### src/source/cpu_pkg.sv
package cpu_pkg;

    // data word and address sizes
    localparam int data_width = 8;
    localparam int addr_width = 4;
    // one ram word per address
    localparam int mem_depth = 1 << addr_width;

    // upper nibble of the instruction word
    // codes 9..13 are unused and decode as nop
    typedef enum logic [3:0] {
        op_nop = 4'd0,
        op_lda = 4'd1,
        op_add = 4'd2,
        op_sub = 4'd3,
        op_sta = 4'd4,
        op_ldi = 4'd5,
        op_jmp = 4'd6,
        op_jc  = 4'd7,
        op_jz  = 4'd8,
        op_out = 4'd14,
        op_hlt = 4'd15
    } opcode_t;

    // five microsteps per instruction
    // t0 and t1 are the shared fetch
    typedef enum logic [2:0] {
        t0 = 3'd0,
        t1 = 3'd1,
        t2 = 3'd2,
        t3 = 3'd3,
        t4 = 3'd4
    } step_t;

    // which block drives the internal bus
    // bus_none reads as all zeros
    typedef enum logic [2:0] {
        bus_none    = 3'd0,
        bus_pc      = 3'd1,
        bus_ram     = 3'd2,
        bus_operand = 3'd3,
        bus_acc     = 3'd4,
        bus_alu     = 3'd5
    } bus_src_t;

    // one control word per clock, all strobes active high
    typedef struct packed {
        bus_src_t bus_src;
        logic     pc_inc;
        logic     pc_load;
        logic     mar_load;
        logic     ram_write;
        logic     ir_load;
        logic     a_load;
        logic     b_load;
        logic     alu_sub;
        logic     flags_load;
        logic     out_load;
    } ctrl_word_t;

    // programming port into the ram
    typedef struct packed {
        logic                  write;
        logic [addr_width-1:0] addr;
        logic [data_width-1:0] data;
    } prog_write_t;

endpackage
### src/source/cpu_top.sv
`timescale 1ns/100ps

module cpu_top (
    input  logic                            clk,
    input  logic                            reset,
    input  logic                            prog_mode,
    input  cpu_pkg::prog_write_t            prog,
    output logic [cpu_pkg::data_width-1:0]  out_value,
    output logic                            out_strobe,
    output logic                            halted
);

    // control word from the sequencer
    cpu_pkg::ctrl_word_t            ctrl;
    // shared internal bus and ram read data
    logic [cpu_pkg::data_width-1:0] bus;
    logic [cpu_pkg::data_width-1:0] ram_data;
    // decode feedback from the datapath
    cpu_pkg::opcode_t               opcode;
    logic                           carry;
    logic                           zero;

    control_sequencer seq_i (
        .clk       (clk),
        .reset     (reset),
        .prog_mode (prog_mode),
        .opcode    (opcode),
        .carry     (carry),
        .zero      (zero),
        .ctrl      (ctrl),
        .halted    (halted)
    );

    datapath dp_i (
        .clk        (clk),
        .reset      (reset),
        .ctrl       (ctrl),
        .ram_data   (ram_data),
        .bus        (bus),
        .opcode     (opcode),
        .carry      (carry),
        .zero       (zero),
        .out_value  (out_value),
        .out_strobe (out_strobe)
    );

    memory_unit mem_i (
        .clk       (clk),
        .reset     (reset),
        .ctrl      (ctrl),
        .bus       (bus),
        .prog      (prog),
        .prog_mode (prog_mode),
        .ram_data  (ram_data)
    );

endmodule

### src/source/control_sequencer.sv
`timescale 1ns/100ps

module control_sequencer (
    input  logic                 clk,
    input  logic                 reset,
    input  logic                 prog_mode,
    input  cpu_pkg::opcode_t     opcode,
    input  logic                 carry,
    input  logic                 zero,
    output cpu_pkg::ctrl_word_t  ctrl,
    output logic                 halted
);

    cpu_pkg::step_t step;
    logic           prog_mode_q;
    // first cycle out of program mode
    logic           prog_fall;
    logic           halt_set;

    assign prog_fall = prog_mode_q && !prog_mode;

    // delayed program mode for the edge detect
    always_ff @(posedge clk) begin
        if (reset) begin
            prog_mode_q <= 1'b0;
        end else begin
            prog_mode_q <= prog_mode;
        end
    end

    // microstep counter held at t0 in program mode
    // and frozen once halted
    always_ff @(posedge clk) begin
        if (reset || prog_mode) begin
            step <= cpu_pkg::t0;
        end else if (!halted) begin
            case (step)
                cpu_pkg::t0: step <= cpu_pkg::t1;
                cpu_pkg::t1: step <= cpu_pkg::t2;
                cpu_pkg::t2: step <= cpu_pkg::t3;
                cpu_pkg::t3: step <= cpu_pkg::t4;
                default:     step <= cpu_pkg::t0;
            endcase
        end
    end

    // halt latch cleared by reset or a new program load
    always_ff @(posedge clk) begin
        if (reset || prog_mode) begin
            halted <= 1'b0;
        end else if (halt_set) begin
            halted <= 1'b1;
        end
    end

    // decode step and opcode into the control word
    always_comb begin
        ctrl     = '0;
        halt_set = 1'b0;
        if (prog_mode || halted) begin
            // idle so the control word stays zero
        end else if (prog_fall) begin
            // restart fetch at address zero
            // empty bus clears both pc and mar
            ctrl.bus_src  = cpu_pkg::bus_none;
            ctrl.mar_load = 1'b1;
            ctrl.pc_load  = 1'b1;
        end else begin
            case (step)
                cpu_pkg::t0: begin
                    ctrl.bus_src  = cpu_pkg::bus_pc;
                    ctrl.mar_load = 1'b1;
                end
                cpu_pkg::t1: begin
                    ctrl.bus_src = cpu_pkg::bus_ram;
                    ctrl.ir_load = 1'b1;
                    ctrl.pc_inc  = 1'b1;
                end
                cpu_pkg::t2: begin
                    case (opcode)
                        cpu_pkg::op_lda, cpu_pkg::op_add,
                        cpu_pkg::op_sub, cpu_pkg::op_sta: begin
                            ctrl.bus_src  = cpu_pkg::bus_operand;
                            ctrl.mar_load = 1'b1;
                        end
                        cpu_pkg::op_ldi: begin
                            ctrl.bus_src = cpu_pkg::bus_operand;
                            ctrl.a_load  = 1'b1;
                        end
                        cpu_pkg::op_jmp: begin
                            ctrl.bus_src = cpu_pkg::bus_operand;
                            ctrl.pc_load = 1'b1;
                        end
                        // conditional jumps use the flags as they are now
                        cpu_pkg::op_jc: begin
                            ctrl.bus_src = cpu_pkg::bus_operand;
                            ctrl.pc_load = carry;
                        end
                        cpu_pkg::op_jz: begin
                            ctrl.bus_src = cpu_pkg::bus_operand;
                            ctrl.pc_load = zero;
                        end
                        cpu_pkg::op_out: begin
                            ctrl.bus_src  = cpu_pkg::bus_acc;
                            ctrl.out_load = 1'b1;
                        end
                        cpu_pkg::op_hlt: halt_set = 1'b1;
                        default: ;
                    endcase
                end
                cpu_pkg::t3: begin
                    case (opcode)
                        cpu_pkg::op_lda: begin
                            ctrl.bus_src = cpu_pkg::bus_ram;
                            ctrl.a_load  = 1'b1;
                        end
                        cpu_pkg::op_add, cpu_pkg::op_sub: begin
                            ctrl.bus_src = cpu_pkg::bus_ram;
                            ctrl.b_load  = 1'b1;
                        end
                        cpu_pkg::op_sta: begin
                            ctrl.bus_src   = cpu_pkg::bus_acc;
                            ctrl.ram_write = 1'b1;
                        end
                        default: ;
                    endcase
                end
                default: begin
                    // t4 writes back the alu result
                    if (opcode == cpu_pkg::op_add || opcode == cpu_pkg::op_sub) begin
                        ctrl.bus_src    = cpu_pkg::bus_alu;
                        ctrl.alu_sub    = (opcode == cpu_pkg::op_sub);
                        ctrl.a_load     = 1'b1;
                        ctrl.flags_load = 1'b1;
                    end
                end
            endcase
        end
    end

    // counter only ever holds t0 through t4
    a_step_range: assert property (@(posedge clk) disable iff (reset)
        step <= cpu_pkg::t4);

    // once halted nothing moves until program mode
    a_halt_frozen: assert property (@(posedge clk) disable iff (reset)
        (halted && !prog_mode) |=> ($stable(step) && ctrl == '0));

endmodule

### src/source/datapath.sv
`timescale 1ns/100ps

module datapath (
    input  logic                            clk,
    input  logic                            reset,
    input  cpu_pkg::ctrl_word_t             ctrl,
    input  logic [cpu_pkg::data_width-1:0]  ram_data,
    output logic [cpu_pkg::data_width-1:0]  bus,
    output cpu_pkg::opcode_t                opcode,
    output logic                            carry,
    output logic                            zero,
    output logic [cpu_pkg::data_width-1:0]  out_value,
    output logic                            out_strobe
);

    logic [cpu_pkg::addr_width-1:0] pc;
    // ir holds opcode in the upper nibble
    logic [cpu_pkg::data_width-1:0] ir;
    logic [cpu_pkg::data_width-1:0] reg_a;
    logic [cpu_pkg::data_width-1:0] reg_b;
    logic [cpu_pkg::data_width-1:0] alu_result;
    logic                           alu_carry;
    logic                           alu_zero;
    logic [cpu_pkg::addr_width-1:0] operand;

    assign opcode  = cpu_pkg::opcode_t'(ir[cpu_pkg::data_width-1:cpu_pkg::addr_width]);
    assign operand = ir[cpu_pkg::addr_width-1:0];

    alu alu_i (
        .a      (reg_a),
        .b      (reg_b),
        .sub    (ctrl.alu_sub),
        .result (alu_result),
        .carry  (alu_carry),
        .zero   (alu_zero)
    );

    // bus multiplexer in place of tri-state drivers
    always_comb begin
        case (ctrl.bus_src)
            cpu_pkg::bus_pc:      bus = {{(cpu_pkg::data_width-cpu_pkg::addr_width){1'b0}}, pc};
            cpu_pkg::bus_ram:     bus = ram_data;
            cpu_pkg::bus_operand: bus = {{(cpu_pkg::data_width-cpu_pkg::addr_width){1'b0}}, operand};
            cpu_pkg::bus_acc:     bus = reg_a;
            cpu_pkg::bus_alu:     bus = alu_result;
            default:              bus = '0;
        endcase
    end

    // program counter, load wins over increment
    always_ff @(posedge clk) begin
        if (reset) begin
            pc <= '0;
        end else if (ctrl.pc_load) begin
            pc <= bus[cpu_pkg::addr_width-1:0];
        end else if (ctrl.pc_inc) begin
            pc <= pc + 1'b1;
        end
    end

    // instruction, accumulator and b registers
    always_ff @(posedge clk) begin
        if (reset) begin
            ir    <= '0;
            reg_a <= '0;
            reg_b <= '0;
        end else begin
            if (ctrl.ir_load) begin
                ir <= bus;
            end
            if (ctrl.a_load) begin
                reg_a <= bus;
            end
            if (ctrl.b_load) begin
                reg_b <= bus;
            end
        end
    end

    // flags only change on add and sub writeback
    always_ff @(posedge clk) begin
        if (reset) begin
            carry <= 1'b0;
            zero  <= 1'b0;
        end else if (ctrl.flags_load) begin
            carry <= alu_carry;
            zero  <= alu_zero;
        end
    end

    // output register and its one-cycle strobe
    always_ff @(posedge clk) begin
        if (reset) begin
            out_value  <= '0;
            out_strobe <= 1'b0;
        end else begin
            out_strobe <= ctrl.out_load;
            if (ctrl.out_load) begin
                out_value <= bus;
            end
        end
    end

    // register loads always have a real bus driver
    a_load_has_src: assert property (@(posedge clk) disable iff (reset)
        (ctrl.a_load || ctrl.b_load || ctrl.ir_load || ctrl.out_load)
        |-> ctrl.bus_src != cpu_pkg::bus_none);

    // strobe never stretches past one cycle
    a_strobe_pulse: assert property (@(posedge clk) disable iff (reset)
        out_strobe |=> !out_strobe);

endmodule

### src/source/memory_unit.sv
`timescale 1ns/100ps

module memory_unit (
    input  logic                            clk,
    input  logic                            reset,
    input  cpu_pkg::ctrl_word_t             ctrl,
    input  logic [cpu_pkg::data_width-1:0]  bus,
    input  cpu_pkg::prog_write_t            prog,
    input  logic                            prog_mode,
    output logic [cpu_pkg::data_width-1:0]  ram_data
);

    // memory address register
    logic [cpu_pkg::addr_width-1:0] mar;
    // 16 x 8 program and data store
    logic [cpu_pkg::data_width-1:0] mem [cpu_pkg::mem_depth];

    // mar takes the low nibble of the bus
    always_ff @(posedge clk) begin
        if (reset) begin
            mar <= '0;
        end else if (ctrl.mar_load) begin
            mar <= bus[cpu_pkg::addr_width-1:0];
        end
    end

    // programming port has priority over the cpu
    always_ff @(posedge clk) begin
        if (prog_mode) begin
            if (prog.write) begin
                mem[prog.addr] <= prog.data;
            end
        end else if (ctrl.ram_write) begin
            // sta writes the accumulator at the mar
            mem[mar] <= bus;
        end
    end

    // asynchronous read at the current mar
    assign ram_data = mem[mar];

    // host may only write while the cpu is parked
    a_prog_write_mode: assert property (@(posedge clk) disable iff (reset)
        prog.write |-> prog_mode);

endmodule

### src/source/alu.sv
`timescale 1ns/100ps

module alu (
    input  logic [cpu_pkg::data_width-1:0] a,
    input  logic [cpu_pkg::data_width-1:0] b,
    input  logic                           sub,
    output logic [cpu_pkg::data_width-1:0] result,
    output logic                           carry,
    output logic                           zero
);

    // second operand after optional inversion
    logic [cpu_pkg::data_width-1:0] b_eff;
    // one extra bit holds the carry-out
    logic [cpu_pkg::data_width:0]   sum;

    // subtract as a + ~b + 1
    assign b_eff = sub ? ~b : b;

    always_comb begin
        sum = {1'b0, a} + {1'b0, b_eff} + {{cpu_pkg::data_width{1'b0}}, sub};
    end

    assign result = sum[cpu_pkg::data_width-1:0];

    // for sub this is the no-borrow flag
    // set when a >= b
    assign carry = sum[cpu_pkg::data_width];

    // zero flag from the truncated result
    assign zero = (result == '0);

endmodule

### config.mk
export PLATFORM = sky130hd
export DESIGN_NAME = cpu_top
export DESIGN_NICKNAME = d
export VERILOG_FILES = /design/src/source/cpu_pkg.sv /design/src/source/cpu_top.sv /design/src/source/control_sequencer.sv /design/src/source/datapath.sv /design/src/source/memory_unit.sv /design/src/source/alu.sv
export SDC_FILE = /design/constraint.sdc
export NUM_CORES = 1
export LEC_CHECK = 0
export ABC_AREA = 1
export BUFFER_PORTS_ARGS = -buffer_cell sky130_fd_sc_hd__buf_2
export CAP_MARGIN = 40
export CORE_AREA = 2 2 109 137
export CTS_CLUSTER_DIAMETER = 80
export DETAILED_ROUTE_END_ITERATION = 10
export DIE_AREA = 0 0 111 139
export PLACE_DENSITY = 0.9
export SLEW_MARGIN = 20
export SYNTH_ARGS = -nofsm -noshare
export SYNTH_HDL_FRONTEND = slang
export SYNTH_HIERARCHICAL = 1
export SYNTH_SLANG_ARGS = --single-unit
export TNS_END_PERCENT = 1
### constraint.sdc
create_clock -name clk -period 4.4 [get_ports clk]
set_input_delay 0.44 -clock clk [delete_from_list [all_inputs] [get_ports clk]]
set_output_delay 0.44 -clock clk [all_outputs]
set_load 0.005 [all_outputs]
==> impl_results.md <==
- TritonCTS clock tree: done
- Met2 GRT Util: 0.522
- Most frequent CP cell: nand2_1
- Status: completed
- IO buf count: 25
- Fin crit period: around 3.4 ns
- Critical Path Start: dp_i/ir[7]
- Worst Setup End Kind: register
- Worst EP required: 4.53 ns
- FILL cells: 990
- Slowest stage delay, CP: 0.41 ns
- Die H: about 140 um
- Capture point of the worst path: mem_i/mem[1][3]
- GR Overflow Total: 0
- Clk buf depth: 2
- I/O pin count: 26
- P&R area growth vs syn: 9.44%
- DRC: 0
- Mux share of post-synthesis cell area: 0.0101
- Reg2reg start: dp_i/ir[7]
- Cts bufs inserted: 17
- # rows: 49
- Vias in the first global route: 6,978
- HP Class: primary input to register
- CTS sink cnt: 180
- Diodes inserted: 0
- Reg-to-reg setup timing slack: 1.03 ns
- Max Fanout on Critical Path: 16
- Postcts setup bufs: 0
- Die area: 15,400 um2
- Library cells used by synthesis: 39
- Reg2Reg Depth: 20
- PnR worst setup slack: 1.03 ns
- DRT iter0 DRCs: approximately 750
- Largest net degree at the start of global routing: 65
- Average cell area after synthesis: 8.54 um2
- Critical Path Slowest Stage Cell: mux2_2
- Sequential area share after synthesis: 0.545
- Critical path cell sequence: nor2_2 > nand2_2 > nor2_1 > nand2_1 > nor2_1 > buf_4 > xnor2_1 > inv_1 > ha_1 > nand2_1 > inv_2 > nand2_4 > nand2_2 > nand2_1 > nand2_2 > nand2_1 > o21ai_0 > inv_1 > nand2_1 > mux2_2
- Clock skew: 0.0123 ns
- Leak: roughly 4.6 nW
- WL/cell: 17.7 um
- Synth Instances: roughly 1,000
- Post-Synth Adder-Cell Area: 0.0134
- Dpl ws: 0.947 ns
- Post-Synth XOR/XNOR Area: 0.0108
- RSZ-0062 raised after global routing: no
- Final Cycle Share: 0.767
- Final Hold Slack: 0.311 ns
- Post-synth net total: 1,074
- Final setup viols: 0
- Gr busiest metal: met2
- Reg area: just under 5000 um2
- Chip width: 111 um
- Setup CP Type: register to register
- R2R Path End: mem_i/mem[1][3]
- Cell Pwr Density: 371 nW/um2
- CTS resizes: 0
- First-pass GRT wire length: 35,000 um
- Post-CTS Hold Fix Bufs: 0
- Peak supply drop: 0.000309 V
- Fin nets: 1,103
- Core box area: 14,200 um2
- Via Count: 7,108
- Post-synthesis compound-gate area fraction: 0.0423
- Largest family of logic cells by synthesized area: simple AND/OR/NAND/NOR gates
- Root Driver: clkbuf_16
- H-tree Lvls: 4
- Max_cap viols: 0
- Slew HR: 0.492
- Drt via density: 5.60
- Multi-input logic area: roughly 3100 um2
- Worst-path clk slew: 0.07 ns
- Fraction of the mapped netlist area in simple logic gates: 0.267
- Yosys Warn Count: 6
- Tot GR Track Use: 0.292
- GPL Wtd Cong: roughly 0.9
- Initial antenna violation count: 0
- WL final: 22,500 um
- Share of cells above drive strength 1: 0.133
- Pre-antenna DRT Iters: 6
- Final Hold Vio Count: 0
- Starting Density: 0.633
- Slew @ Worst Pin: 0.759 ns
- Met1 Use GR: 0.324
- CP Data Arrival Time: 3.50 ns
- Critical path startpoint category: register
- FF+latch count, synth: 180
- Worst skew pair latency: 0.43 ns
- Synthesized area: 8960 um2
- Setup TNS Final: 0 ns
- HPWL Detailed: 15,000 um
- Highest Clock Rate: 296 MHz
- Post-DRT Antenna Nets: 0
- Final Max Slew Viols: 0
- Met3 usage: 0.0524
## routing by layer
metal  part of all wire  wire length (um)
met5                  0                 0
met4              0.055              1240
met3              0.090              2010
met2               0.52             11600
met1               0.34              7640
## flip-flops by register name, indices dropped and copies added (netlist names), 3 cells and up, named ones only
name and count:
mem_i/mem 128, dp_i/ir 8, dp_i/out_value 8, dp_i/reg_a 8, dp_i/reg_b 8, dp_i/pc 4, mem_i/mar 4, seq_i/step 3
## where the power goes
part / switching, mW / internal [mW] / leakage [nW] / total, mW
registers: 0.0129 / 1.84 / 1.57 / 1.85
logic: 0.196 / 0.0749 / 2.75 / 0.271
clock network: 0.666 / 0.852 / 0.288 / 1.52
total: 0.875 / 2.76 / 4.61 / 3.64
## worst min path at each step
stage | from | slack [ns] | cells past startpoint | endpoint
2_1_floorplan | mem_i/mar[0] | 0.45 | 2 | register
3_3_place_gp | mem_i/mar[0] | 0.46 | 2 | register
3_5_place_dp | mem_i/mar[0] | 0.46 | 2 | register
4_1_cts | prog_mode | 0.30 | 3 | seq_i/prog_mode_q
5_1_grt | prog_mode | 0.34 | 3 | seq_i/prog_mode_q
6_report | prog_mode | 0.31 | 3 | seq_i/prog_mode_q
## layout by cell type, fill, tap and decap left out, types with 3 or more instances in the layout
master / count
clkinv_1: 3
inv_1: 182
o21ai_0: 24
nand2_2: 12
nor2_1: 105
nand4_1: 3
mux2_2: 8
nand3_2: 10
xor2_1: 8
nand2_4: 4
buf_2: 25
edfxtp_1: 128
dfxtp_1: 51
o21ai_1: 12
nor2_2: 9
inv_6: 6
buf_4: 23
nand3_1: 128
clkbuf_16: 17
a21oi_2: 4
inv_2: 11
nor3_1: 3
xnor2_1: 3
nand2_1: 260
a21oi_1: 21
ha_1: 8
## critical path: cells and delay by family (launching register included)
family	cells	cell delay [ns]
compound gates	1	0.11
xor+xnor	1	0.19
fa+ha+maj	1	0.27
buf+inv	4	0.54
flops	1	0.40
mux	1	0.41
simple gates	12	1.14
## synth_stat cells, drive strengths merged
cell type	n	area (um2)
nand3	138	741
ha	8	100
edfxtp	128	3840
clkbuf	6	22.5
dfxtp	52	1040
or2	1	6.26
nand4	3	18.8
o21bai	1	7.51
a21boi	1	11.3
dlygate4sd1	1	8.76
nor2	116	473
inv	193	724
clkinv	2	8.75
nand3b	1	7.51
mux2	8	90.1
nor3	5	47.5
nand2	276	1100
a211oi	2	15.0
xnor2	3	26.3
a21oi	25	140
fa	1	20.0
a21o	1	7.51
xor2	8	70.1
o21ai	38	198
buf	31	234
## cell type report
cell class | count | share of cell area
clock buffers | 17 | 0.0434
well taps | 178 | 0.0227
clock inverters | 15 | 0.0167
flip-flops and latches | 180 | 0.498
multi-input cells | 636 | 0.314
repair buffers | 48 | 0.0304
inverters | 195 | 0.0748
## kinds of logic after synthesis
group	Yosys count
and+or+nand+nor	540
buffers and inverters	233
DFF	180
AOI/OAI and AO/OA	68
xor gates and xnor gates	11
adders and majority gates	9
muxes	8
## per-stage QoR
step                      area, um2  cells  total power, mW  utilization
after global routing           9800   1269             3.74        0.692
after detailed placement       9220   1237             2.14        0.651
after CTS                      9800   1269             3.64        0.692
after floorplan                8960   1049             2.08            -
after global placement         9120   1224             2.13        0.644
final                          9800   1269             3.64        0.692
Power figures use the tool's default switching activity.
